===== src/pipe_pkg.sv =====
`default_nettype none

package pipe_pkg;

  typedef logic [31:0] data_t;
  typedef logic [4:0]  reg_idx_t;
  typedef logic [4:0]  rob_idx_t;

  typedef enum logic [2:0] {
    ALU_ADD  = 3'd0,
    ALU_SUB  = 3'd1,
    ALU_AND  = 3'd2,
    ALU_OR   = 3'd3,
    ALU_XOR  = 3'd4,
    ALU_SLL  = 3'd5,
    ALU_SRL  = 3'd6,
    ALU_ADDI = 3'd7
  } alu_op_t;

  // Instruction word layout
  localparam int OP_HI  = 31;
  localparam int OP_LO  = 29;
  localparam int RD_HI  = 28;
  localparam int RD_LO  = 24;
  localparam int RA_HI  = 23;
  localparam int RA_LO  = 19;
  localparam int RB_HI  = 18;
  localparam int RB_LO  = 14;
  localparam int IMM_HI = 13;
  localparam int IMM_LO = 0;

  typedef struct packed {
    alu_op_t  op;
    reg_idx_t rd;
    reg_idx_t ra;
    reg_idx_t rb;
    data_t    imm;
    data_t    pc;
  } dec_inst_t;

  typedef struct packed {
    dec_inst_t inst;
    rob_idx_t  slot;
  } iq_entry_t;

  typedef struct packed {
    alu_op_t  op;
    rob_idx_t slot;
    data_t    a;
    data_t    b;
  } ex_req_t;

  // Destination and pc handed to the ROB with a reservation
  typedef struct packed {
    reg_idx_t rd;
    data_t    pc;
  } rob_alloc_t;

  typedef struct packed {
    logic     valid;
    rob_idx_t slot;
    data_t    result;
  } rob_wr_t;

  typedef struct packed {
    logic  hit;
    logic  done;
    data_t value;
  } rob_lookup_t;

  typedef struct packed {
    logic     valid;
    data_t    pc;
    reg_idx_t rd;
    data_t    value;
  } retire_t;

endpackage

`default_nettype wire


===== src/ex_alu.sv =====
`timescale 1ns/1ns
`default_nettype none

module ex_alu import pipe_pkg::*; (
  input  logic    clock,
  input  logic    rst_n,
  input  ex_req_t req,
  input  logic    req_valid,
  output rob_wr_t wr
);

  data_t result;

  always_comb begin
    case (req.op)
      ALU_ADD:  result = req.a + req.b;
      ALU_SUB:  result = req.a - req.b;
      ALU_AND:  result = req.a & req.b;
      ALU_OR:   result = req.a | req.b;
      ALU_XOR:  result = req.a ^ req.b;
      // Shift amount is b mod 32
      ALU_SLL:  result = req.a << req.b[4:0];
      ALU_SRL:  result = req.a >> req.b[4:0];
      default:  result = req.a + req.b;
    endcase
  end

  always_ff @(posedge clock) begin
    if (!rst_n)
      wr.valid <= 1'b0;
    else
      wr.valid <= req_valid;
  end

  always_ff @(posedge clock) begin
    wr.slot   <= req.slot;
    wr.result <= result;
  end

endmodule

`default_nettype wire


===== config.mk =====
export PLATFORM = sky130hd
export DESIGN_NAME = ex_alu
export DESIGN_NICKNAME = d
export VERILOG_FILES = /design/src/pipe_pkg.sv /design/src/ex_alu.sv
export SDC_FILE = /design/constraint.sdc
export NUM_CORES = 1
export LEC_CHECK = 0
export CAP_MARGIN = 20
export CORE_MARGIN = 5
export CORE_UTILIZATION = 48
export DETAILED_ROUTE_END_ITERATION = 6
export DONT_BUFFER_PORTS = 1
export PLACE_DENSITY = 0.7
export SYNTH_ARGS = -nofsm -noshare
export SYNTH_HDL_FRONTEND = slang
export SYNTH_SLANG_ARGS = --single-unit

===== constraint.sdc =====
create_clock -name clock -period 4.5 [get_ports clock]
set_input_delay 0.675 -clock clock [delete_from_list [all_inputs] [get_ports clock]]
set_output_delay 0.675 -clock clock [all_outputs]
set_load 0.005 [all_outputs]

# Word level (Yosys, flattened, before mapping)
# Index checks and enable logic that the tools add are counted.
# W data, S select, Z words.
[classes] add_sub_neg=2 eq_ne=6 n_shift=2 n_mux=1 bitwise=3
[op_table] operator="$pmux W32 S6" count=1
[op_table] operator="$add A32 B32 Y32" count=1
[op_table] operator="$and A32 B32 Y32" count=1
[op_table] operator="$or A32 B32 Y32" count=1
[op_table] operator="$shl A32 B5 Y32" count=1
[op_table] operator="$shr A32 B5 Y32" count=1
[op_table] operator="$sub A32 B32 Y32" count=1
[op_table] operator="$xor A32 B32 Y32" count=1
[op_table] operator="$eq A3 B3 Y1 const B" count=3
[op_table] operator="$eq A3 B2 Y1 const B" count=2
[op_table] operator="$eq A3 B1 Y1 const B" count=1
[word_totals] reg_bits=38 inputBits=75 out_inout_bits=38

# Longest topological paths before layout
[logic_depth] depth_word=2 ltp_mapped=20 depth_no_buf=15

# Least setup slack after synthesis
# OpenSTA, ideal clock, no wires.
[synth_timing] path_type="in2reg" from="input port req[0] in the netlist's numbering" to="register wr[31] in the netlist's numbering" setup_ns=0.127 arrival_ns=4.583 t_required_ns=4.373 path_slack_ns=-0.210 cell_stages=20 cell_sequence="buf_4 > buf_4 > buf_4 > buf_2 > inv_1 > ha_1 > nand4_1 > or3_1 > nor2_1 > nor2_1 > xnor2_1 > ha_1 > clkbuf_1 > nand3_1 > nor2_1 > a221oi_1 > or3_1 > a31o_2 > a41o_1 > or3_1"
[synth_between] elab_chain_len=2 elab_cells_between_ends=5 classes_between="add/sub (2); shift (2); mux (1)"
[synth_rtl] element="from (decl)" line_no="ex_alu.sv:7" source="input ex_req_t req,"
[synth_rtl] element="$add A32 B32 Y32 (tied with other cells)" line_no="ex_alu.sv:16, ex_alu.sv:24"
[synth_rtl] element="$pmux W32 S6 *" line_no="ex_alu.sv:15" source="case (req.op)"
[synth_rtl] element="via result[31]" line_no="ex_alu.sv:12" source="data_t result;"
[synth_rtl] element="to (decl)" line_no="ex_alu.sv:9" source="output rob_wr_t wr"
# Mark *: on every way through the listed nets, which the timed path passes. The rest lies on a longest branch.
# A chain may end at the register's enable or synchronous reset.

# Final worst setup path
[layout_timing] from="input port req[17] in the netlist's numbering" to="register wr[31] in the netlist's numbering"
[layout_between] elab_chain_len=2 elab_cells_between_ends=3 classes_between="add/sub (2); mux (1)"
[layout_rtl] element="$add A32 B32 Y32 / $sub A32 B32 Y32 (equally long branches)" line_no="ex_alu.sv:16, ex_alu.sv:24, ex_alu.sv:17"
[layout_rtl] element="$pmux W32 S6 *" line_no="ex_alu.sv:15"
[layout_rtl] element="via result[31]" line_no="ex_alu.sv:12"
# Marked as above.

==> out/metrics.csv <==
metric;value;unit
first-pass GRT wire length;48600;µm
Least-Margin Pin Slew;877;ps
Slew headroom;0.409;
core area;17800;µm²
CP startpoint kind;input pin;
synth cell count leaders;nor2_1, ha_1, a21oi_1, inv_1, mux4_2;
WP data required;4670;ps
final setup TNS;0;ps
TritonCTS clock tree;done;
post-DP HPWL;24700;µm
largest cells by area after synthesis;mux4_2, ha_1, dfxtp_1;
initial antenna violation count;0;
Arrival @ worst endpoint;4270;ps
starting density of the core;0.484;
status;finished with violations;
Final GP Congestion;1.04;
Antenna diodes;0;
met2 WL;14300;µm
design area;8930;µm²
Routed Antenna Nets;0;
layout cells sized above 1;0.127;
full die area;20700;µm²
Crit. End Element;register;
Reg clk slew, reported paths;60;ps
All-Layer GR Usage;0.305;
Clk Tree Root Cell;clkbuf_16;
CTS sink count;38;
IO Pins;113;
largest net degree at the start of global routing;73;
Tightest Hold Check Type;input pin to register;
Largest register FFs;38;
Mapped Nets;1221;
Row Count;49;
via total after detailed routing;8650;
maximum VDD drop;0.164;mV
RSZ-0062 raised after global routing;no;
Crit Path Max Fanout;8;
endpoints failing setup;0;
Post-Syn Area;8600;µm²
drt drc;1;
met3 wire length;3750;µm
ys async rst share;0;
Synth area leader;mux4_2;
number of global-route vias before repair;8001;
Gate Count Post-Synth;1048;
Post-CTS Setup Inserts;0;
maxcap violations;0;
post-cts sizing count;0;
Post-DP Area;8780;µm²
H-tree depth;2;
Largest regs;wr: 38 flops;
area added between synthesis and finish;3.83;%
prevailing post-synth register cell;dfxtp_1;
Metal-1 WL;12900;µm
min cycle time layout;4110;ps
FF+latch area;761;µm²
Final period util;0.912;
WS Path Type;input pin to register;
die height;144;µm
Final Hold Viols;0;
wire per inst;25.9;µm
Die Span X;144;µm
Max clock buf depth;2;
Cell Pwr Density;202;nW/µm²
synth warn;0;
Congestion Overflow GR;0;
count leader, synth;nor2_1;
synth unique cells;74;
number of synthesized register bits;38;
Via-to-Cell Ratio;7.00;
Avg Inst Size Synth;8.21;µm²
count of pins over their slew limit;0;
sequential-to-total area share from yosys stat;0.0885;
initial DRC count;1177;
Port Buffer Count;0;
Multi-input gate area;7240;µm²
overall routed net length;32000;µm
Top reg by flops;wr;
1st-pass router iterations;7;
final net count;1178;
Post-synth EDFFs;0;
fill count;1734;
hold_buf cts;0;
failing checks;design-rule violations;
Synth top area share;0.204;
Leakage Power;3.61;nW
DR top layer;met4;
f_max;244;MHz
TritonCTS buffer count;5;
==> cell families (layout without fill, tap and decap cells) <==
family / after synthesis / count (layout) / synth area share
adder cells (fa/ha/maj): 98 / 98 / 0.143
buffers and inverters: 156 / 114 / 0.0729
multiplexers: 114 / 114 / 0.247
AND/OR/NAND/NOR: 288 / 288 / 0.162
AO/OA/AOI/OAI: 304 / 304 / 0.236
flip-flops: 38 / 38 / 0.0885
XOR/XNOR: 50 / 50 / 0.0509
==> final timing paths <==
kind,start,end,depth (start not counted)
max,req[17],wr[31],14
min,req[66],wr[34],0
==> power by group <==
group | switching [mW] | leakage [nW] | internal, mW
sequential | 0.0301 | 0.320 | 0.396
combinational | 0.556 | 3.22 | 0.444
clock | 0.154 | 0.0729 | 0.220
total | 0.739 | 3.61 | 1.06
==> worst max-delay path, stage by stage <==
cell     delay, ps
or3_1          420
or3_1          350
or4b_4         580
nor2_1         150
nor2_1          70
xnor2_1        120
ha_1           410
nand3_1        210
inv_1          120
and4b_1        180
o21ai_0        130
a31o_2         300
a41o_1         220
or3_1          350
==> per-stage QoR <==
step           instances  hold slack [ps]  total power [mW]  worst slack, ps  utilization
6_report            1235              406              1.80              395        0.502
5_1_grt             1235              398              1.91              232        0.502
4_1_cts             1235              400              1.78              428        0.502
3_5_place_dp        1227              703              1.40              138        0.494
3_3_place_gp        1227              703              1.40              201        0.494
2_1_floorplan       1048              703              1.21             6.08            -
==> cell usage in the layout (no fill, tap or decap), drive strengths merged, types with 6 or more instances in the layout <==
master / count
nor2: 113
ha: 97
a21oi: 87
inv: 83
mux4: 78
nand2: 64
o21ai: 52
xnor2: 44
dfxtp: 38
mux2i: 32
nand2b: 26
buf: 22
a221oi: 19
a21o: 17
o211ai: 15
a211oi: 15
a31oi: 13
nor3: 13
o221ai: 12
nand3: 11
nand4: 11
o21a: 11
or3: 11
o31ai: 10
a222oi: 9
and2: 6
xor2: 6
clkbuf: 6
==> area by class of cell <==
type | count | share of cell area
Clock inverter | 2 | 0.00140
Sequential cell | 38 | 0.0852
Timing Repair Buffer | 22 | 0.0199
Inverter | 84 | 0.0353
Clock buffer | 6 | 0.0156
Multi-Input combinational cell | 854 | 0.811
Tap cell | 229 | 0.0321
==> per-layer routing <==
layer  up-vias  track usage
met3        76       0.0439
met5         -            0
met4         0       0.0937
met2       546        0.468
met1      4165        0.445
li1       3863            -
(Power assumes the default switching activity.)
