==> src/pipe_pkg.sv <==
`default_nettype none

package pipe_pkg;

  typedef logic [31:0] data_t;
  typedef logic [4:0]  reg_idx_t;
  typedef logic [4:0]  rob_idx_t;

  typedef enum logic [2:0] {
    ALU_ADD  = 3'd0,
    ALU_SUB  = 3'd1,
    ALU_AND  = 3'd2,
    ALU_OR   = 3'd3,
    ALU_XOR  = 3'd4,
    ALU_SLL  = 3'd5,
    ALU_SRL  = 3'd6,
    ALU_ADDI = 3'd7
  } alu_op_t;

  // Instruction word layout
  localparam int OP_HI  = 31;
  localparam int OP_LO  = 29;
  localparam int RD_HI  = 28;
  localparam int RD_LO  = 24;
  localparam int RA_HI  = 23;
  localparam int RA_LO  = 19;
  localparam int RB_HI  = 18;
  localparam int RB_LO  = 14;
  localparam int IMM_HI = 13;
  localparam int IMM_LO = 0;

  typedef struct packed {
    alu_op_t  op;
    reg_idx_t rd;
    reg_idx_t ra;
    reg_idx_t rb;
    data_t    imm;
    data_t    pc;
  } dec_inst_t;

  typedef struct packed {
    dec_inst_t inst;
    rob_idx_t  slot;
  } iq_entry_t;

  typedef struct packed {
    alu_op_t  op;
    rob_idx_t slot;
    data_t    a;
    data_t    b;
  } ex_req_t;

  // Destination and pc handed to the ROB with a reservation
  typedef struct packed {
    reg_idx_t rd;
    data_t    pc;
  } rob_alloc_t;

  typedef struct packed {
    logic     valid;
    rob_idx_t slot;
    data_t    result;
  } rob_wr_t;

  typedef struct packed {
    logic  hit;
    logic  done;
    data_t value;
  } rob_lookup_t;

  typedef struct packed {
    logic     valid;
    data_t    pc;
    reg_idx_t rd;
    data_t    value;
  } retire_t;

endpackage

`default_nettype wire

==> src/issue.sv <==
`timescale 1ns/1ns
`default_nettype none

module issue import pipe_pkg::*; (
  input  logic        clock,
  input  logic        rst_n,
  input  iq_entry_t   head,
  input  logic        not_empty,
  input  rob_lookup_t look_a,
  input  rob_lookup_t look_b,
  input  data_t       rd_data_a,
  input  data_t       rd_data_b,
  output logic        pop,
  output reg_idx_t    src_a,
  output reg_idx_t    src_b,
  output rob_idx_t    query_slot,
  output ex_req_t     req,
  output logic        req_valid
);

  logic  is_imm;
  logic  ready_a;
  logic  ready_b;
  data_t opnd_a;
  data_t opnd_b;

  assign src_a      = head.inst.ra;
  assign src_b      = head.inst.rb;
  assign query_slot = head.slot;

  assign is_imm = (head.inst.op == ALU_ADDI);

  // A pending producer blocks until its result is in the ROB
  assign ready_a = !look_a.hit || look_a.done;
  assign ready_b = is_imm || !look_b.hit || look_b.done;

  assign opnd_a = look_a.hit ? look_a.value : rd_data_a;

  always_comb begin
    if (is_imm)
      opnd_b = head.inst.imm;
    else if (look_b.hit)
      opnd_b = look_b.value;
    else
      opnd_b = rd_data_b;
  end

  assign pop = not_empty && ready_a && ready_b;

  always_ff @(posedge clock) begin
    if (!rst_n)
      req_valid <= 1'b0;
    else
      req_valid <= pop;
  end

  always_ff @(posedge clock) begin
    if (pop) begin
      req.op   <= head.inst.op;
      req.slot <= head.slot;
      req.a    <= opnd_a;
      req.b    <= opnd_b;
    end
  end

endmodule

`default_nettype wire

==> config.mk <==
export PLATFORM = sky130hd
export DESIGN_NAME = issue
export DESIGN_NICKNAME = d
export VERILOG_FILES = /design/src/pipe_pkg.sv /design/src/issue.sv
export SDC_FILE = /design/constraint.sdc
export NUM_CORES = 1
export LEC_CHECK = 0
export BUFFER_PORTS_ARGS = -buffer_cell sky130_fd_sc_hd__buf_4
export CAP_MARGIN = 10
export CORE_ASPECT_RATIO = 0.8
export CORE_MARGIN = 4
export CORE_UTILIZATION = 30
export CTS_CLUSTER_SIZE = 16
export DETAILED_ROUTE_END_ITERATION = 8
export PLACE_DENSITY = 0.65
export SLEW_MARGIN = 10
export SYNTH_ARGS = -nofsm -noshare
export SYNTH_HDL_FRONTEND = slang
export SYNTH_SLANG_ARGS = --single-unit
==> constraint.sdc <==
create_clock -name clock -period 7.5 [get_ports clock]
set_input_delay 0.375 -clock clock [delete_from_list [all_inputs] [get_ports clock]]
set_output_delay 0.375 -clock clock [all_outputs]
set_load 0.01 [all_outputs]
== After elaboration in Yosys (flattened, before gate mapping) ==
Cells that the tools add are included.
Widths: inputs -> output; s select.

* Register bits after elaboration: 73
* Latch bits: 0
* RAM bits: 0
* ROM bits: 0
* Bits of input ports: 222
* Memories kept: 0

* $add $sub $neg: 0
* $mul: 0
* Div/mod/pow operators: 0
* Order comparisons: 0
* Equality and inequality tests: 1
* Shift operators: 0
* Multiplexer cells: 3
* Bitwise operators: 0
* Reduce and logical (&&, ||, !) cells: 7

{| class="wikitable"
|+ Operators by type and width
! operator !! count
|-
| $mux 32 || 3
|-
| $eq 3x3->1 const B || 1
|-
| $logic_or 1x1->1 || 3
|-
| $logic_and 1x1->1 || 2
|-
| $logic_not 1->1 || 2
|}

== Logic depth before layout (Yosys ltp) ==
* Depth in word-level cells: 4
* Gate-level depth with buffers: 4
* Depth with buffers taken out: 2

== Least setup slack after synthesis ==
OpenSTA, ideal clock, no wires.

* Path type: input-to-reg
* Start: in look_b[33] (netlist bit)
* End: reg req[0] (netlist bit) (enable)
* Setup time: 0.620 ns
* Arrival time: 6.218 ns
* Required time: 6.880 ns
* Slack: 0.662 ns
* Stages: 3
* Cell sequence: buf_4 -> nor2b_1 -> a211oi_1

* Cells in the longest elaborated chain, start to end: 4

{| class="wikitable"
|+ RTL lines
! element !! line !! RTL
|-
| start, declared || issue.sv:10 || <nowiki>input rob_lookup_t look_b,</nowiki>
|-
| $logic_not 1->1 || issue.sv:35 || <nowiki>assign ready_b = is_imm || !look_b.hit || look_b.done;</nowiki>
|-
| $logic_or 1x1->1 (2 in series) || issue.sv:35 ||
|-
| $logic_and 1x1->1 || issue.sv:48 || <nowiki>assign pop = not_empty && ready_a && ready_b;</nowiki>
|-
| net pop || issue.sv:13 || <nowiki>output logic pop,</nowiki>
|-
| end, declared || issue.sv:17 || <nowiki>output ex_req_t req,</nowiki>
|}

The timed path passes the listed nets, and every way through them passes these cells.
A chain may end at the register's enable or synchronous reset.

== Worst setup path in the final report ==
* Start: in head[85] (netlist bit)
* End: out pop

* Cells in the longest elaborated chain, start to end: 4

{| class="wikitable"
|+ RTL lines
! element !! line !! RTL
|-
| start, declared || issue.sv:7 || <nowiki>input iq_entry_t head,</nowiki>
|-
| $eq 3x3->1 || issue.sv:31 || <nowiki>assign is_imm = (head.inst.op == ALU_ADDI);</nowiki>
|-
| $logic_or 1x1->1 (2 in series) || issue.sv:35 ||
|-
| $logic_and 1x1->1 || issue.sv:48 ||
|-
| end, declared || issue.sv:13 ||
|}

Every way passes these cells.

==> results.sh <==
export IMPL_mappedNetlistNets=469
export IMPL_hold_viol=0
export IMPL_cts_buffers=9
export IMPL_diodes=0
export IMPL_slew_headroom_pct=61.2
export IMPL_yosysMostFrequentCell="edfxtp_1"
export IMPL_ant_nets=0
export IMPL_wire_per_inst_um=17.1
export IMPL_start_kind="input pin"
export IMPL_synth_commonest_cells="edfxtp_1, mux2_2, mux2i_1, nand4_1, o21ai_2"
export IMPL_crit_arrival_ns=1.85
export IMPL_clockRootBuffer="clkbuf_16"
export IMPL_synth_distinct_cells=16
export IMPL_crit_required_ns=7.12
export IMPL_die_y_um=107
export IMPL_io_pins=311
export IMPL_clkTransAtPathRegs_ns=0.05
export IMPL_grt_pass1_wl_um=16000
export IMPL_htree_num_levels=3
export IMPL_yosysWarnings=0
export IMPL_cp_slowest_cell="buf_4"
export IMPL_p_sw_mw=0.264
export IMPL_postCtsSetupBuffers=0
export IMPL_peakVddDrop_uv=83.9
export IMPL_p_seq_share_pct=45.5
export IMPL_die_w_um=132
export IMPL_drv_cap=0
export IMPL_io_buffers=253
export IMPL_synth_top_area_share_pct=58.9
export IMPL_critPathTopFamily="buffers and inverters"
export IMPL_crit_path_max_incr_delay_ns=0.43
export IMPL_cp_max_fo=35
export IMPL_grt_pass1_vias=3045
export IMPL_synth_edff_count=72
export IMPL_period_minus_slack_ns=2.23
export IMPL_comb_power_share_pct=21.0
export IMPL_nFillCells=1082
export IMPL_antenna_found_initial=0
export IMPL_synth_cells=247
export IMPL_grt_overflow_total=0
export IMPL_finalSetupViolCount=0
export IMPL_viasPerCell=4.74
export IMPL_synth_top_flop_cell="edfxtp_1"
export IMPL_power_density_nw_per_um2=194
export IMPL_cts_num_sinks=73
export IMPL_rsz0062_at_grt="no"
export IMPL_leakagePower_nw=2.49
export IMPL_grt_use_total_pct=14.5
export IMPL_async_flop_share_pct=0
export IMPL_slew_viol_final=0
export IMPL_setup_tns_ns=0
export IMPL_synth_cell_area_um2=3670
export IMPL_via_count=2975
export IMPL_hold_path_class="in -> reg"
export IMPL_holdBufCountCts=0
export IMPL_grt_max_degree=40
export IMPL_synthTopCellsByArea="edfxtp_1, mux2_2, mux2i_1"
export IMPL_fmax_ghz=0.449
export IMPL_switching_share_pct=23.7
export IMPL_cts_tree="built"
export IMPL_syn_avg_cell_area_um2=14.9
export IMPL_drive_gt1_share_pct=69.5
export IMPL_dieArea_um2=14100
export IMPL_initial_utilization_pct=31.3
export IMPL_pwr_share_clk_pct=33.5
export IMPL_drtPass1Iterations=4
export IMPL_crit_type="in -> out"
export IMPL_status="complete, no violations"
export IMPL_yosysSeqAreaShare_pct=59.5
export IMPL_path_buf_inv=3
export IMPL_coreArea_um2=11700
export IMPL_drt_iter0_drc=116
export IMPL_cpMostUsedCell="buf_4"
export IMPL_drc=0
export IMPL_finalPower_mw=1.12
export IMPL_cp_end_kind="primary output"
export IMPL_final_net_count=697
export IMPL_place_congestion=0.724
export IMPL_cp_cell_sequence="buf_4, nand3_1, a211oi_4, buf_4, buf_4"
export IMPL_worstMarginPinSlew_ns=0.583
export IMPL_fin_crit_sh_pct=29.7
export IMPL_synth_top_area_cell="edfxtp_1"
export IMPL_cts_buffer_depth=2
export IMPL_synth_seq_cells=73
export IMPL_routed_wl_um=10700
export IMPL_internal_power_mw=0.852
export IMPL_ctsResizeCount=0
export IMPL_syn_to_final_growth_pct=57.0
export IMPL_rows=35
## flip-flops by register name, indices dropped and copies added (netlist names)
signal	flops
req	72
req_valid	1
## cell families after synthesis
kind of cell,after synthesis,synth area share [%]
compound gates,34,7.84
mux,64,18.6
flops,73,59.5
buf+inv,39,7.78
simple gates,37,6.34
## cell type report
class,count,area (um^2),area share (%)
clock buffers,9,225,3.91
clock inverters,6,35.0,0.608
inverters,1,3.75,0.0652
multi-input cells,135,1210,21.1
flip-flops and latches,73,2180,37.9
well taps,148,185,3.22
repair buffers,255,1910,33.2
## per-layer routing
layer	track usage (%)	routed length [um]
met1	15.2	3840
met2	26.9	5730
met3	5.72	1030
met4	4.20	130
met5	0	0
## path summary, 6_finish.rpt
path,startpoint,endpoint,depth (start not counted)
max,head[85],pop,5
min,head[3],req[67],1
## power by group through the flow
stage,sequential [mW],combinational (mW),clock [mW]
5_1_grt,0.512,0.251,0.405
6_report,0.508,0.234,0.374
2_1_floorplan,0.542,0.0793,0
3_5_place_dp,0.517,0.238,0
4_1_cts,0.509,0.238,0.390
3_3_place_gp,0.515,0.235,0
## metrics by stage
step                setup WS [ns]  hold WS (ns)  cell area [um^2]  std cells  utilization (%)
global placement             5.28         0.565              5500        612             46.9
global route                 5.16         0.224              5760        627             49.1
floorplan                   0.662         0.474              3670        247                -
finish                       5.27         0.238              5760        627             49.1
detailed placement           5.25         0.568              5500        612             46.9
CTS                          5.25         0.224              5760        627             49.1
## cell usage in the layout (no fill, tap or decap), types with 2 or more instances in the layout
master and count:
nand4_1 32, edfxtp_1 72, mux2i_1 32, o21ai_2 30, buf_4 255, clkinv_2 3
clkbuf_16 9, o21ai_0 2, mux2_2 32, nor2b_1 2
No activity file was read; power rests on OpenSTA's default activity.
