### src/pipe_pkg.sv
`default_nettype none

package pipe_pkg;

  typedef logic [31:0] data_t;
  typedef logic [4:0]  reg_idx_t;
  typedef logic [4:0]  rob_idx_t;

  typedef enum logic [2:0] {
    ALU_ADD  = 3'd0,
    ALU_SUB  = 3'd1,
    ALU_AND  = 3'd2,
    ALU_OR   = 3'd3,
    ALU_XOR  = 3'd4,
    ALU_SLL  = 3'd5,
    ALU_SRL  = 3'd6,
    ALU_ADDI = 3'd7
  } alu_op_t;

  // Instruction word layout
  localparam int OP_HI  = 31;
  localparam int OP_LO  = 29;
  localparam int RD_HI  = 28;
  localparam int RD_LO  = 24;
  localparam int RA_HI  = 23;
  localparam int RA_LO  = 19;
  localparam int RB_HI  = 18;
  localparam int RB_LO  = 14;
  localparam int IMM_HI = 13;
  localparam int IMM_LO = 0;

  typedef struct packed {
    alu_op_t  op;
    reg_idx_t rd;
    reg_idx_t ra;
    reg_idx_t rb;
    data_t    imm;
    data_t    pc;
  } dec_inst_t;

  typedef struct packed {
    dec_inst_t inst;
    rob_idx_t  slot;
  } iq_entry_t;

  typedef struct packed {
    alu_op_t  op;
    rob_idx_t slot;
    data_t    a;
    data_t    b;
  } ex_req_t;

  // Destination and pc handed to the ROB with a reservation
  typedef struct packed {
    reg_idx_t rd;
    data_t    pc;
  } rob_alloc_t;

  typedef struct packed {
    logic     valid;
    rob_idx_t slot;
    data_t    result;
  } rob_wr_t;

  typedef struct packed {
    logic  hit;
    logic  done;
    data_t value;
  } rob_lookup_t;

  typedef struct packed {
    logic     valid;
    data_t    pc;
    reg_idx_t rd;
    data_t    value;
  } retire_t;

endpackage

`default_nettype wire

### src/ifetch.sv
`timescale 1ns/1ns
`default_nettype none

module ifetch import pipe_pkg::*; (
  input  logic  clock,
  input  logic  rst_n,
  input  logic  stall,
  input  data_t cache_data,
  input  logic  cache_waitrequest,
  output data_t cache_addr,
  output logic  cache_rd,
  output data_t inst_word,
  output data_t inst_pc,
  output logic  inst_valid
);

  data_t pc_q;
  logic  read_done;

  // Request whenever the fetch register is empty or being drained
  assign cache_rd   = !inst_valid || !stall;
  assign cache_addr = pc_q;
  assign read_done  = cache_rd && !cache_waitrequest;

  always_ff @(posedge clock) begin
    if (!rst_n) begin
      pc_q       <= '0;
      inst_valid <= 1'b0;
    end else if (read_done) begin
      pc_q       <= pc_q + 32'd4;
      inst_valid <= 1'b1;
    end else if (!stall) begin
      inst_valid <= 1'b0;
    end
  end

  always_ff @(posedge clock) begin
    if (read_done) begin
      inst_word <= cache_data;
      inst_pc   <= pc_q;
    end
  end

endmodule

`default_nettype wire

### config.mk
export PLATFORM = sky130hd
export DESIGN_NAME = ifetch
export DESIGN_NICKNAME = d
export VERILOG_FILES = /design/src/pipe_pkg.sv /design/src/ifetch.sv
export SDC_FILE = /design/constraint.sdc
export NUM_CORES = 1
export LEC_CHECK = 0
export ABC_AREA = 1
export BUFFER_PORTS_ARGS = -buffer_cell sky130_fd_sc_hd__buf_2
export CORE_ASPECT_RATIO = 1.25
export CORE_MARGIN = 4
export CORE_UTILIZATION = 36
export CTS_BUF_LIST = sky130_fd_sc_hd__clkbuf_4 sky130_fd_sc_hd__clkbuf_8
export CTS_CLUSTER_DIAMETER = 60
export DETAILED_ROUTE_END_ITERATION = 7
export REMOVE_ABC_BUFFERS = 1
export SETUP_SLACK_MARGIN = 0.02
export SLEW_MARGIN = 15
export SYNTH_ARGS = -nofsm -noshare
export SYNTH_HDL_FRONTEND = slang
export SYNTH_SLANG_ARGS = --single-unit
### constraint.sdc
create_clock -name clock -period 4.6 [get_ports clock]
set_input_delay 0.23 -clock clock [delete_from_list [all_inputs] [get_ports clock]]
set_output_delay 0.23 -clock clock [all_outputs]
set_load 0.05 [all_outputs]
==> Word level (Yosys, flattened, before mapping) <==
Cells that the tools add are included.
{ "classes": {"add_sub_neg": 1, "n_eq_ne": 1, "n_mux": 2, "reduce_logical": 5} }
{ "ops": {"columns": ["op", "n"], "rows": [
  ["32-bit by 3-bit adder with 32-bit output (second input constant)", 1],
  ["1-bit zero test", 3],
  ["1-bit 2-to-1 mux", 2],
  ["2-bit by 1-bit != test with 1-bit output (second input constant)", 1],
  ["1-bit logical AND", 1],
  ["1-bit logical OR", 1]
]} }
{ "totals": {"ff_bits": 97, "output_inout_bits": 98, "inputBits": 36, "word_cells": 13} }

==> Logic depth before layout (Yosys ltp) <==
{ "depth": {"ltp_word": 4, "depth_mapped": 9, "ltp_nobuf": 9} }

==> Least setup slack after synthesis <==
OpenSTA, ideal clock, no wires.
{ "synth_timing": {"path_kind": "reg2reg", "from": "register inst_valid", "to": "register pc_q[28] (netlist: cache_addr[28])", "path_stages_with_launch": 9, "setup_slack_ns": 1.508, "setup_ns": 0.117, "arrival_time_ns": 2.975, "required_ns": 4.483, "synth_period_minus_slack_ns": 3.092, "path_buffers": 0, "cell_sequence": "dfxtp_1 -> nand2_1 -> nand2_4 -> inv_1 -> nand3_1 -> nor2_1 -> nand3_1 -> nand2_1 -> nor2_1"} }
{ "synth_between": {"elab_chain_len": 3} }
{ "synth_rtl": {"columns": ["element", "line", "text"], "rows": [
  ["from (decl)", "ifetch.sv:14", "output logic inst_valid"],
  ["from (signal assigned)", "ifetch.sv:28", "inst_valid <= 1'b0;"],
  ["from (signal assigned)", "ifetch.sv:31", "inst_valid <= 1'b1;"],
  ["from (signal assigned)", "ifetch.sv:33", "inst_valid <= 1'b0;"],
  ["1-bit zero test", "ifetch.sv:21", "assign cache_rd = !inst_valid || !stall;"],
  ["1-bit logical OR", "ifetch.sv:21", null],
  ["named net cache_rd", "ifetch.sv:11", "output logic cache_rd,"],
  ["1-bit logical AND", "ifetch.sv:23", "assign read_done = cache_rd && !cache_waitrequest;"],
  ["named net read_done", "ifetch.sv:18", "logic read_done;"],
  ["to (signal assigned)", "ifetch.sv:30", "pc_q <= pc_q + 32'd4;"],
  ["to (decl)", "ifetch.sv:17", "data_t pc_q;"]
]} }
The timed path passes the listed nets, and every way through them passes these cells.
A chain may end at the register's enable or synchronous reset.

==> Worst setup path after layout <==
{ "layout_timing": {"from": "register inst_valid", "to": "register pc_q[28] (netlist: cache_addr[28])"} }
{ "layout_between": {"elab_chain_len": 3} }
{ "layout_rtl": {"columns": ["element", "line"], "rows": [
  ["1-bit zero test", "ifetch.sv:21"],
  ["1-bit logical OR", "ifetch.sv:21"],
  ["1-bit logical AND", "ifetch.sv:23"],
  ["named net read_done", "ifetch.sv:18"]
]} }
The timed path passes the listed nets, and every way through them passes these cells.

==> impl_results.md <==
- Clock period minus worst slack: 2.087 ns
- Global Route Usage Sum: 13.93%
- Endpoints failing setup: 0
- Final Hold Vio Count: 0
- Number of max-capacitance violations reported: 0
- Pin count of the biggest net entering global routing: 51
- Actual slew at the worst max-slew pin: 0.6248 ns
- Maximum fanout encountered on the critical timing path: 50
- Worst-skew pair later-pin latency: 0.36 ns
- Routed length per placed instance: 13.61 um
- Min-delay worst type: in2reg
- Initial core utilization: 36.78%
- CP startpoint: inst_valid
- Share of the yosys chip area belonging to registers: 70.60%
- Kind of critical path: reg2reg
- Die Y-Extent: 118.5 um
- GR met3 Demand/Resource: 4.201%
- Initial antenna violation count: 0
- Die Span X: 96.39 um
- Switching share of power: 26.13%
- Number of buffers inserted for hold repair after clock tree synthesis: 0
- GR Util met1: 16.50%
- # resized after CTS: 0
- Worst slack, placed: 2.463 ns
- Post-synthesis cell type count: 27
- Count of input and output buffers: 129
- Detailed Place HPWL: 5.790 mm
- Length in cells of the worst reg-to-reg path: 9
- Clock skew after layout: 0.008534 ns
- Total power per unit cell area: 368.1 mW/mm^2
- Leading cell types in the layout, fill and taps excluded: 129 x sky130_fd_sc_hd__buf_2, 62 x sky130_fd_sc_hd__edfxtp_1, 42 x sky130_fd_sc_hd__nand2_1
- Relative contribution of the clock network to total power: 31.6%
- Global-route wire length before repair: 12.17 mm
- Layout Area Growth over Synthesis: 27.72%
- Worst Setup End Kind: flop
- Combined area of all synthesized cells: 0.003516 sq mm
- Data arrival, critical path: 2.34 ns
- Total inserted antenna cells: 0
- Number of DRC violations after detailed-routing iteration 0: 204
- Fraction of layout cells with a size suffix above 1: 38.15%
- Most common cell after layout, fill and taps aside: sky130_fd_sc_hd__buf_2
- Longest Clk Path Bufs: 2
- Antenna violation net count after detailed routing: 0
- Most Crowded Layer GR: met2
- Total count of max-transition violations in the final report: 0
- CTS HTree Levels: 3
- CTS sink count: 93
- Highest clock frequency the design can meet: 479.0 MHz
- Leak Pwr: 1.875 nW
- Worst Path Required: 4.86 ns
- Register share of total power: 56.5%
- Power spent charging and discharging nets: 0.4320 mW
- Std-Cell Rows: 40
- Worst Setup Slack, final: 2.513 ns
- Die area: 0.01142 sq mm
- Synthesized flop and latch total: 93
- Clk Tree Root Cell: sky130_fd_sc_hd__clkbuf_8
- Unrepaired setup endpoints after global routing: no
- Routed wire length: 7.746 mm
- GR Util met2: 22.63%
- Number of buffers inserted to repair setup after CTS: 0
- IR Drop Worst-Case VDD: 133.6 uV
- Share of the clock period used by the worst path after layout: 45.38%
- Drc violations: 0
- Total via count after detailed routing: 2571
- Max transition margin: 58.35%
- HP Start: cache_data[31]
- Combinational share of power: 11.9%
- Cell internal power dissipation: 1.221 mW
- Post-Route Setup TNS: 0 ns
- Yosys warning count: 0
- Total CTS buffers: 9
- Layout Nets: 475
- Total overflow reported by the global router: 0
- Status: complete, no violations
- Number of global-route vias before repair: 2482
- Critical register-to-register path startpoint: inst_valid
- TritonCTS clock tree: yes
- Post-synthesis instance total: 300
- Floorplan core area: 0.009559 sq mm
- Cells on Worst Hold Path: 1
- Number of iterations in the first detailed-routing pass: 4
- Nature of the critical path startpoint: flop
- Post-CTS clock slew at the launch and capture registers of the worst setup and hold paths: 0.09 ns
- Mean cell area of the mapped netlist: 11.72 sq um
- Boundary pin count: 134
- Via density per instance: 4.518
- GPL Wtd Cong: 0.7953
==> path summary, 6_finish.rpt <==
check | slack, ns | end
min reg2reg | 0.48 | cache_addr[11]
max | 2.51 | cache_addr[28]
min | 0.05 | inst_word[31]
max reg2reg | 2.51 | cache_addr[28]
==> cell type report <==
cell class                      count  area (sq um)
Inverter                           27         101.3
Fill cell                         900          5069
Clock buffer                       11         138.9
Clock inverter                      5         51.30
Multi-Input combinational cell    177         905.9
Timing Repair Buffer              130         653.1
Sequential cell                    93          2482
Tap cell                          126         157.7
==> synthesized netlist by cell type <==
cell	n	area share, %
sky130_fd_sc_hd__o21ai_0	9	1.3
sky130_fd_sc_hd__nor2_4	6	1.9
sky130_fd_sc_hd__o21ai_1	3	0.43
sky130_fd_sc_hd__conb_1	1	0.11
sky130_fd_sc_hd__nand4_1	6	1.1
sky130_fd_sc_hd__ha_1	1	0.36
sky130_fd_sc_hd__nor2_1	34	3.6
sky130_fd_sc_hd__xor2_1	1	0.25
sky130_fd_sc_hd__edfxtp_1	62	53
sky130_fd_sc_hd__nand3_4	1	0.50
sky130_fd_sc_hd__nand2_1	42	4.5
sky130_fd_sc_hd__buf_1	1	0.11
sky130_fd_sc_hd__dfxtp_1	31	18
sky130_fd_sc_hd__clkinv_1	2	0.21
sky130_fd_sc_hd__nand3_1	21	3.0
sky130_fd_sc_hd__o21bai_1	1	0.21
sky130_fd_sc_hd__and3_1	3	0.53
sky130_fd_sc_hd__inv_1	25	2.7
sky130_fd_sc_hd__clkbuf_1	1	0.11
sky130_fd_sc_hd__nand2_2	3	0.53
sky130_fd_sc_hd__a21oi_1	23	3.3
sky130_fd_sc_hd__nand3_2	4	1.1
sky130_fd_sc_hd__buf_4	4	0.85
sky130_fd_sc_hd__nor3_1	4	0.57
sky130_fd_sc_hd__nand2_4	1	0.32
sky130_fd_sc_hd__o21a_1	2	0.43
sky130_fd_sc_hd__nor2_2	8	1.4
==> metal layers <==
metal | part of all wire [%] | up-vias
li1 | - | 1303
met1 | 40 | 1159
met2 | 49 | 98
met3 | 9.0 | 11
met4 | 1.9 | 0
met5 | 0 | -
==> power by group through the flow <==
stage	clock [mW]	sequential, mW	combinational (mW)
after floorplan	0	1.07	0.0295
after global placement	0	0.953	0.198
after detailed placement	0	0.954	0.199
after CTS	0.545	0.935	0.199
after global routing	0.585	0.938	0.207
final	0.522	0.934	0.197
==> cell families (layout without fill, tap and decap cells) <==
logic type / after synthesis / in the layout / share of synthesized area (%)
AND/OR/NAND/NOR: 133 / 133 / 19.11
flip-flops: 93 / 93 / 70.61
AO/OA/AOI/OAI: 38 / 38 / 5.623
buffers and inverters: 33 / 173 / 3.950
adder cells (fa/ha/maj): 1 / 1 / 0.3558
other: 1 / 4 / 0.1067
XOR/XNOR: 1 / 1 / 0.2492
==> critical path, cell delays in order (launching register included) <==
cell and delay, ns:
sky130_fd_sc_hd__dfxtp_1 0.32, sky130_fd_sc_hd__nand2_1 0.13, sky130_fd_sc_hd__nand2_4 0.13, sky130_fd_sc_hd__inv_2 0.27, sky130_fd_sc_hd__buf_4 0.57, sky130_fd_sc_hd__nand3_1 0.13, sky130_fd_sc_hd__nor2_1 0.20, sky130_fd_sc_hd__nand3_1 0.09
sky130_fd_sc_hd__nand2_1 0.07, sky130_fd_sc_hd__nor2_1 0.04
==> through the flow <==
stage	util, %	cell area (sq um)	hold slack, ns	power, mW	std cells
finish	46.98	4491	0.04600	1.653	569
global route	46.98	4491	0.008288	1.730	569
CTS	46.98	4491	0.02103	1.679	569
detailed placement	44.99	4300	0.4081	1.153	553
global placement	44.99	4300	0.4070	1.151	553
floorplan	-	3490	0.3259	1.100	297
==> sequential cells by signal, indices dropped and copies added, names as in the netlist <==
signal	cells
inst_word	32
cache_addr	30
inst_pc	30
inst_valid	1
Note: power is estimated with default switching activity, not from simulation.
