==> config.mk <==
export PLATFORM = sky130hd
export DESIGN_NAME = rob
export DESIGN_NICKNAME = d
export VERILOG_FILES = /design/src/pipe_pkg.sv /design/src/rob.sv
export SDC_FILE = /design/constraint.sdc
export NUM_CORES = 2
export LEC_CHECK = 0
export BUFFER_PORTS_ARGS = -buffer_cell sky130_fd_sc_hd__buf_2
export CAP_MARGIN = 20
export CORE_UTILIZATION = 35
export DETAILED_ROUTE_END_ITERATION = 8
export PLACE_DENSITY = 0.49
export SKIP_CTS_REPAIR_TIMING = 1
export SLEW_MARGIN = 30
export SYNTH_ARGS = -nofsm -noshare
export SYNTH_HDL_FRONTEND = slang
export SYNTH_SLANG_ARGS = --single-unit
==> constraint.sdc <==
create_clock -name clock -period 7.3 [get_ports clock]
set_input_delay 0.73 -clock clock [delete_from_list [all_inputs] [get_ports clock]]
set_output_delay 0.73 -clock clock [all_outputs]
set_load 0.01 [all_outputs]
==> src/pipe_pkg.sv <==
`default_nettype none

package pipe_pkg;

  typedef logic [31:0] data_t;
  typedef logic [4:0]  reg_idx_t;
  typedef logic [4:0]  rob_idx_t;

  typedef enum logic [2:0] {
    ALU_ADD  = 3'd0,
    ALU_SUB  = 3'd1,
    ALU_AND  = 3'd2,
    ALU_OR   = 3'd3,
    ALU_XOR  = 3'd4,
    ALU_SLL  = 3'd5,
    ALU_SRL  = 3'd6,
    ALU_ADDI = 3'd7
  } alu_op_t;

  // Instruction word layout
  localparam int OP_HI  = 31;
  localparam int OP_LO  = 29;
  localparam int RD_HI  = 28;
  localparam int RD_LO  = 24;
  localparam int RA_HI  = 23;
  localparam int RA_LO  = 19;
  localparam int RB_HI  = 18;
  localparam int RB_LO  = 14;
  localparam int IMM_HI = 13;
  localparam int IMM_LO = 0;

  typedef struct packed {
    alu_op_t  op;
    reg_idx_t rd;
    reg_idx_t ra;
    reg_idx_t rb;
    data_t    imm;
    data_t    pc;
  } dec_inst_t;

  typedef struct packed {
    dec_inst_t inst;
    rob_idx_t  slot;
  } iq_entry_t;

  typedef struct packed {
    alu_op_t  op;
    rob_idx_t slot;
    data_t    a;
    data_t    b;
  } ex_req_t;

  // Destination and pc handed to the ROB with a reservation
  typedef struct packed {
    reg_idx_t rd;
    data_t    pc;
  } rob_alloc_t;

  typedef struct packed {
    logic     valid;
    rob_idx_t slot;
    data_t    result;
  } rob_wr_t;

  typedef struct packed {
    logic  hit;
    logic  done;
    data_t value;
  } rob_lookup_t;

  typedef struct packed {
    logic     valid;
    data_t    pc;
    reg_idx_t rd;
    data_t    value;
  } retire_t;

endpackage

`default_nettype wire

==> src/rob.sv <==
`timescale 1ns/1ns
`default_nettype none

module rob import pipe_pkg::*; #(
  parameter int DEPTH = 16
) (
  input  logic        clock,
  input  logic        rst_n,
  input  logic        reserve,
  input  rob_alloc_t  dest,
  input  reg_idx_t    src_a,
  input  reg_idx_t    src_b,
  input  rob_idx_t    query_slot,
  input  rob_wr_t     wr,
  output rob_idx_t    tail,
  output logic        full,
  output rob_lookup_t look_a,
  output rob_lookup_t look_b,
  output logic        rf_we,
  output reg_idx_t    rf_addr,
  output data_t       rf_data,
  output retire_t     retire
);

  localparam int AW = $clog2(DEPTH);
  localparam logic [AW:0] CAP = (AW + 1)'(DEPTH);

  reg_idx_t         rd_q  [DEPTH];
  data_t            pc_q  [DEPTH];
  data_t            res_q [DEPTH];
  logic [DEPTH-1:0] done_q;
  logic [AW-1:0]    head_q;
  logic [AW-1:0]    tail_q;
  logic [AW:0]      count_q;
  logic [AW-1:0]    span;
  logic             retiring;
  retire_t          retire_q;

  // Youngest older writer of src wins since later slots overwrite the result
  function automatic rob_lookup_t search(input reg_idx_t src);
    rob_lookup_t   res;
    logic [AW-1:0] pos;
    res = '0;
    for (int k = 0; k < DEPTH; k++) begin
      pos = head_q + AW'(k);
      if (AW'(k) < span && src != '0 && rd_q[pos] == src) begin
        res.hit   = 1'b1;
        res.done  = done_q[pos];
        res.value = res_q[pos];
      end
    end
    return res;
  endfunction

  assign tail = rob_idx_t'(tail_q);
  assign full = (count_q == CAP);

  // Number of entries older than the querying slot
  assign span = query_slot[AW-1:0] - head_q;

  always_comb begin
    look_a = search(src_a);
    look_b = search(src_b);
  end

  assign retiring = (count_q != '0) && done_q[head_q];

  always_ff @(posedge clock) begin
    if (!rst_n) begin
      head_q   <= '0;
      tail_q   <= '0;
      count_q  <= '0;
      done_q   <= '0;
      retire_q <= '0;
    end else begin
      if (reserve) begin
        done_q[tail_q] <= 1'b0;
        tail_q         <= tail_q + 1'b1;
      end
      if (wr.valid)
        done_q[wr.slot[AW-1:0]] <= 1'b1;
      if (retiring)
        head_q <= head_q + 1'b1;
      case ({reserve, retiring})
        2'b10:   count_q <= count_q + 1'b1;
        2'b01:   count_q <= count_q - 1'b1;
        default: count_q <= count_q;
      endcase
      retire_q.valid <= retiring;
      retire_q.pc    <= pc_q[head_q];
      retire_q.rd    <= rd_q[head_q];
      retire_q.value <= res_q[head_q];
    end
  end

  always_ff @(posedge clock) begin
    if (reserve) begin
      rd_q[tail_q] <= dest.rd;
      pc_q[tail_q] <= dest.pc;
    end
    if (wr.valid)
      res_q[wr.slot[AW-1:0]] <= wr.result;
  end

  // Register file write port and retire output share one register
  assign rf_we   = retire_q.valid;
  assign rf_addr = retire_q.rd;
  assign rf_data = retire_q.value;
  assign retire  = retire_q;

endmodule

`default_nettype wire

**After elaboration in Yosys (flattened, before gate mapping)**

Memories as Yosys holds them, arrays and structs flattened. A register that Yosys moved wholly into a read port is not among the register bits.
Cells that the tools add are included.

- Add/sub/neg operators: 19
- Reduce and logical (&&, ||, !) cells: 72
- Equal/unequal tests: 35
- Bitwise logic cells: 3
- Multiplexer cells: 80
- $lt $le $gt $ge: 36

Operators by type and width:

| cell | count |
|---|---|
| two-way mux 34 bit | 32 |
| equality test 5 bit | 32 |
| less-than comparator 4 x 5 -> 1 bit (second input constant) | 18 |
| logical AND 1 bit | 67 |
| binary-select mux 1 bit (select 4 bit) | 16 |
| two-way mux 16 bit | 3 |
| adder 4 bit (second input constant) | 8 |
| less-than comparator 4 bit (first input constant) | 8 |
| two-way mux 1 bit | 22 |
| adder 4 x 3 -> 4 bit (second input constant) | 4 |
| AND 16 bit | 1 |
| less-than comparator 3 x 4 -> 1 bit (first input constant) | 4 |
| two-way mux 4 bit | 4 |
| inverter 16 bit | 1 |
| OR 16 bit | 1 |
| nonzero test 5 bit | 3 |
| case mux 5 bit (2 select lines) | 1 |
| adder 4 x 1 -> 4 bit (second input constant) | 2 |
| adder 4 x 2 -> 4 bit (second input constant) | 2 |
| demux 1 bit (select 4 bit) | 2 |
| greater-or-equal comparator 4 x 1 -> 1 bit (second input constant) | 2 |
| less-than comparator 1 x 4 -> 1 bit (first input constant) | 2 |
| less-than comparator 2 x 4 -> 1 bit (first input constant) | 2 |
| adder 5 x 1 -> 5 bit (second input constant) | 1 |
| 7 further kinds | 7 |

- Register bits: 67
- Output and inout port bits: 182
- Memories kept: 3
- RAM bits: 1,104

Memory list:

| memory | words | bits a word | read ports | clocked after memory_dff | write ports | line | text |
|---|---|---|---|---|---|---|---|
| pc_q | 16 | 32 | 1 | 1 | 1 | rob.sv:29 | `data_t pc_q [DEPTH];` |
| res_q | 16 | 32 | 16 | 1 | 1 | rob.sv:30 | `data_t res_q [DEPTH];` |
| rd_q | 16 | 5 | 16 | 1 | 1 | rob.sv:28 | `reg_idx_t rd_q [DEPTH];` |

**Depth between registers and ports, before layout**

- Depth in word-level cells: 20
- Depth in mapped cells: 30
- Depth with buffers taken out: 14

**Worst setup path before layout**

No wires, ideal clock.

- Kind: register -> output
- From: register head_q[1]
- To: output look_a[10] in the netlist's numbering
- Stages on the path, launching flop included: 25
- Arrival: 6.649 ns
- Path slack: -0.079 ns
- Buffers on the path: 13
- Required time: 6.570 ns
- Cell sequence: dfxtp_1 > buf_2 > buf_6 > buf_6 > buf_2 > buf_2 > buf_1 > buf_2 > buf_2 > clkbuf_1 > clkbuf_1 > inv_1 > ha_1 > buf_6 > buf_4 > mux4_2 > mux4_2 > xnor2_1 > or3_1 > buf_2 > o211a_4 > a221o_1 > a311o_1 > a221o_1 > a21o_1

RTL lines:

| item | line | text |
|---|---|---|
| start: declaration | rob.sv:32 | `logic [AW-1:0] head_q;` |
| start signal: assignment | rob.sv:83 | `head_q <= head_q + 1'b1;` |
| end: declaration | rob.sv:17 | `output rob_lookup_t look_a,` |

==> flow_summary.ini <==
[timing]
rsz0062_at_grt = no
fmax_mhz = 137
hold_violations = 0
setup_violations = 0
holdWs_ns = 0.266
finalWorstPathRequiredPeriod_ns = 7.27
worst_pin_slew_ns = 1.07
slew_headroom = 0.282
fin_crit_sh = 0.996
skew_ns = 0.0742
worst_slack_ns = 0.0267
slew_violations = 0

[setup_path]
startpoint = head_q[1]
cpPeakStageDelay_ns = 0.71
r2r_start = head_q[1]
reg2reg_to = count_q[4]
reg2reg_depth = 16
required_ns = 6.57
crit_buf_inv = 5
cp_slowest_cell = xor2_2
worstSetupPathType = reg2out
cp-start-kind = flip-flop
cp_common_cell = buf_4
path_cells = buf_4, ha_1, xor2_2, mux4_2, xor2_1, a211oi_1, buf_4, and2_1, buf_4, nor3_2, buf_4, o21ai_0, a2bb2oi_1, buf_2
crit_fanout = 31
crit_family = buffers and inverters
r2r_slack_ns = 2.57
arrival_ns = 6.54
endpoint_kind = output pin

[run_status]
status = finished, violations left
violations = DRC

[global_routing]
grt_use_total = 0.294
grt_max_degree = 147
grt_pass1_vias = 61800
antenna_found_initial = 36
overflow = 0
grt_pass1_wl_mm = 499

[cells_and_area]
fin_nets = 6755
syn_to_final_growth_pct = 12.4
final_layout_size_suffix_gt1_frac = 0.296

[worst_hold_path]
min_path_type = in2reg
min_to = res_q[14][29]
hp-start = wr[29]
hold_depth = 1

[yosys]
synth_seq_area_share = 0.420
syn_nets = 6721
synth-edff-count = 1104
synth_cells = 6608
ys_ff_latch = 1207
yosys.cell_types.count = 97
ys_warn_count = 0
syn_area_per_cell_um2 = 12.7
synth_area_um2 = 83800
ys.flop_type = edfxtp_1
async_flop_share = 0

[drt]
vias = 66000
wl_per_cell_um = 36.8
drc = 82
ant_nets = 0
drt-pass1-iter-count = 8
vias_per_cell = 6.64
drt_iter0_drc = 9447
drt-total-wl_mm = 365

[placement]
pre_cts_ws_ns = 0.309
hpwl_mm = 240
port-buffer-count = 271
routabilityCongestion = 1.01

[floorplanning]
die_area_um2 = 241000
rows = 179
die_h_um = 491
die_x_um = 491
start_util = 0.352
coreArea_um2 = 238000
pin_count = 275

[clock_tree]
cts_root_buf = clkbuf_16
cts_sinks = 1207
htree_levels = 4
path_clk_slew_ns = 0.06
clk_latency_ns = 0.85
cts_tree = done
clk_path_buf_depth = 3
cts_buffers = 140

[job]
drv_cap = 0

[power]
ir_drop_v = 0.000249
p_leak_nw = 30.7
p_per_area_nw_per_um2 = 177
==> kinds of logic after synthesis <==
group / synth area share
simple gates: 0.0960
other cells: 0.0000448
mux: 0.331
fa+ha+maj: 0.00317
compound gates: 0.0930
flops: 0.420
buf+inv: 0.0378
xor+xnor: 0.0185
==> cells in the mapped netlist, drive strengths merged, types with 27 or more instances <==
cell	count	area (um2)
mux4	1028	23200
nor4	28	188
a21oi	247	1240
mux2i	357	3570
nor3	53	270
and2	90	563
nor2	408	1530
o21ai	404	2020
dfxtp	103	2060
inv	52	195
buf	334	1770
nand4	28	175
nand2	896	3360
o211ai	42	320
xor2	76	699
clkbuf	321	1200
nand3	210	1050
a221o	47	470
and3	36	225
edfxtp	1104	33200
a221oi	50	450
o221ai	27	236
mux2	90	1010
xnor2	91	853
o311ai	32	280
a31oi	40	250
a211oi	38	285
==> metrics by stage <==
step | utilization | cell area [um2] | setup TNS (ns) | cells | power, mW
after floorplan | - | 83800 | 0 | 6608 | 8.75
after global placement | 0.373 | 88800 | 0 | 9645 | 9.48
after detailed placement | 0.374 | 89000 | 0 | 9653 | 9.50
after CTS | 0.394 | 93800 | -9.33 | 9906 | 16.8
after global routing | 0.396 | 94100 | 0 | 9923 | 17.1
final | 0.396 | 94100 | 0 | 9933 | 16.7
==> cells in the final DEF (no fill, tap or decap), types with 17 or more instances in the layout <==
master     synthesis  routed
a31oi_1           40      40
nand3b_1          18      18
buf_12             0      28
nand2_1          896     892
o221ai_1          27      27
nor3_1            52      43
o21ai_0          372     368
a221o_1           47      47
and3_1            36      36
o211ai_1          41      41
clkbuf_16          0     143
a21oi_1          246     245
inv_2              3      17
xor2_1            73      71
a221oi_1          48      48
o31ai_1           20      20
buf_4             58     223
o311ai_0          24      24
clkbuf_1         321      31
mux2_2            83      83
mux2i_1          357     355
o22ai_1           24      24
buf_2            151     271
a211o_1           26      26
nand4_1           28      28
and2_1            89      87
nor4_1            26      21
o21ai_1           32      33
nand3_1          210     209
or3_1             19      19
clkinv_2           0      26
a211oi_1          38      36
edfxtp_1        1104    1104
mux4_2          1028    1028
xnor2_1           85      79
dfxtp_1          103      95
a21o_1            22      22
inv_1             49      32
nor2_1           408     385
==> power breakdown <==
part,internal [mW],switching [mW],leakage (nW)
clock network,4.17,3.11,2.30
registers,7.67,0.0952,10.8
logic,0.574,1.06,17.6
==> how the worst max path moves through the flow <==
stage                 endpoint  slack [ns]  depth (start not counted)
floorplan           look_a[10]        0.07                         24
global placement    look_b[31]        0.36                         14
detailed placement  look_b[31]        0.31                         14
CTS                 look_b[31]       -0.63                         14
global route         look_b[1]        0.02                         13
finish              look_b[15]        0.03                         14
==> registers in the layout (all words and copies together) (netlist names), named ones only <==
register / count
res_q: 512
rd_q: 80
count_q: 5
rf_data: 32
done_q: 16
pc_q: 512
head_q: 4
tail_q: 4
rf_we: 1
rf_addr: 5
retire: 32
==> layer usage <==
layer / share of wire / up-vias / routed length (um) / global-route usage
li1: - / 26600 / - / -
met1: 0.40 / 34100 / 146000 / 0.399
met2: 0.44 / 4458 / 160000 / 0.440
met3: 0.11 / 824 / 41400 / 0.0833
met4: 0.048 / 32 / 17400 / 0.125
met5: 0.00056 / - / 204 / 0
==> worst register-to-register path: cells and delay by family, from the launching register on <==
family                   cells  cell delay (ns)
AND/OR/NAND/NOR              3             0.69
AO/OA/AOI/OAI                4             0.93
XOR/XNOR                     1             0.09
buffers and inverters        4             1.33
flip-flops                   1             0.38
multiplexers                 2             0.65
adder cells (fa/ha/maj)      2             0.56
==> area by class of cell <==
class	instances	area, um2
Tap cell	3167	3960
Clock inverter	72	960
Sequential cell	1207	35200
Antenna cell	13	32.5
Timing Repair Buffer	546	4010
Fill cell	22300	144000
Clock buffer	181	3780
Multi-Input combinational cell	4695	46000
Inverter	52	208
Power figures use the tool's default switching activity.
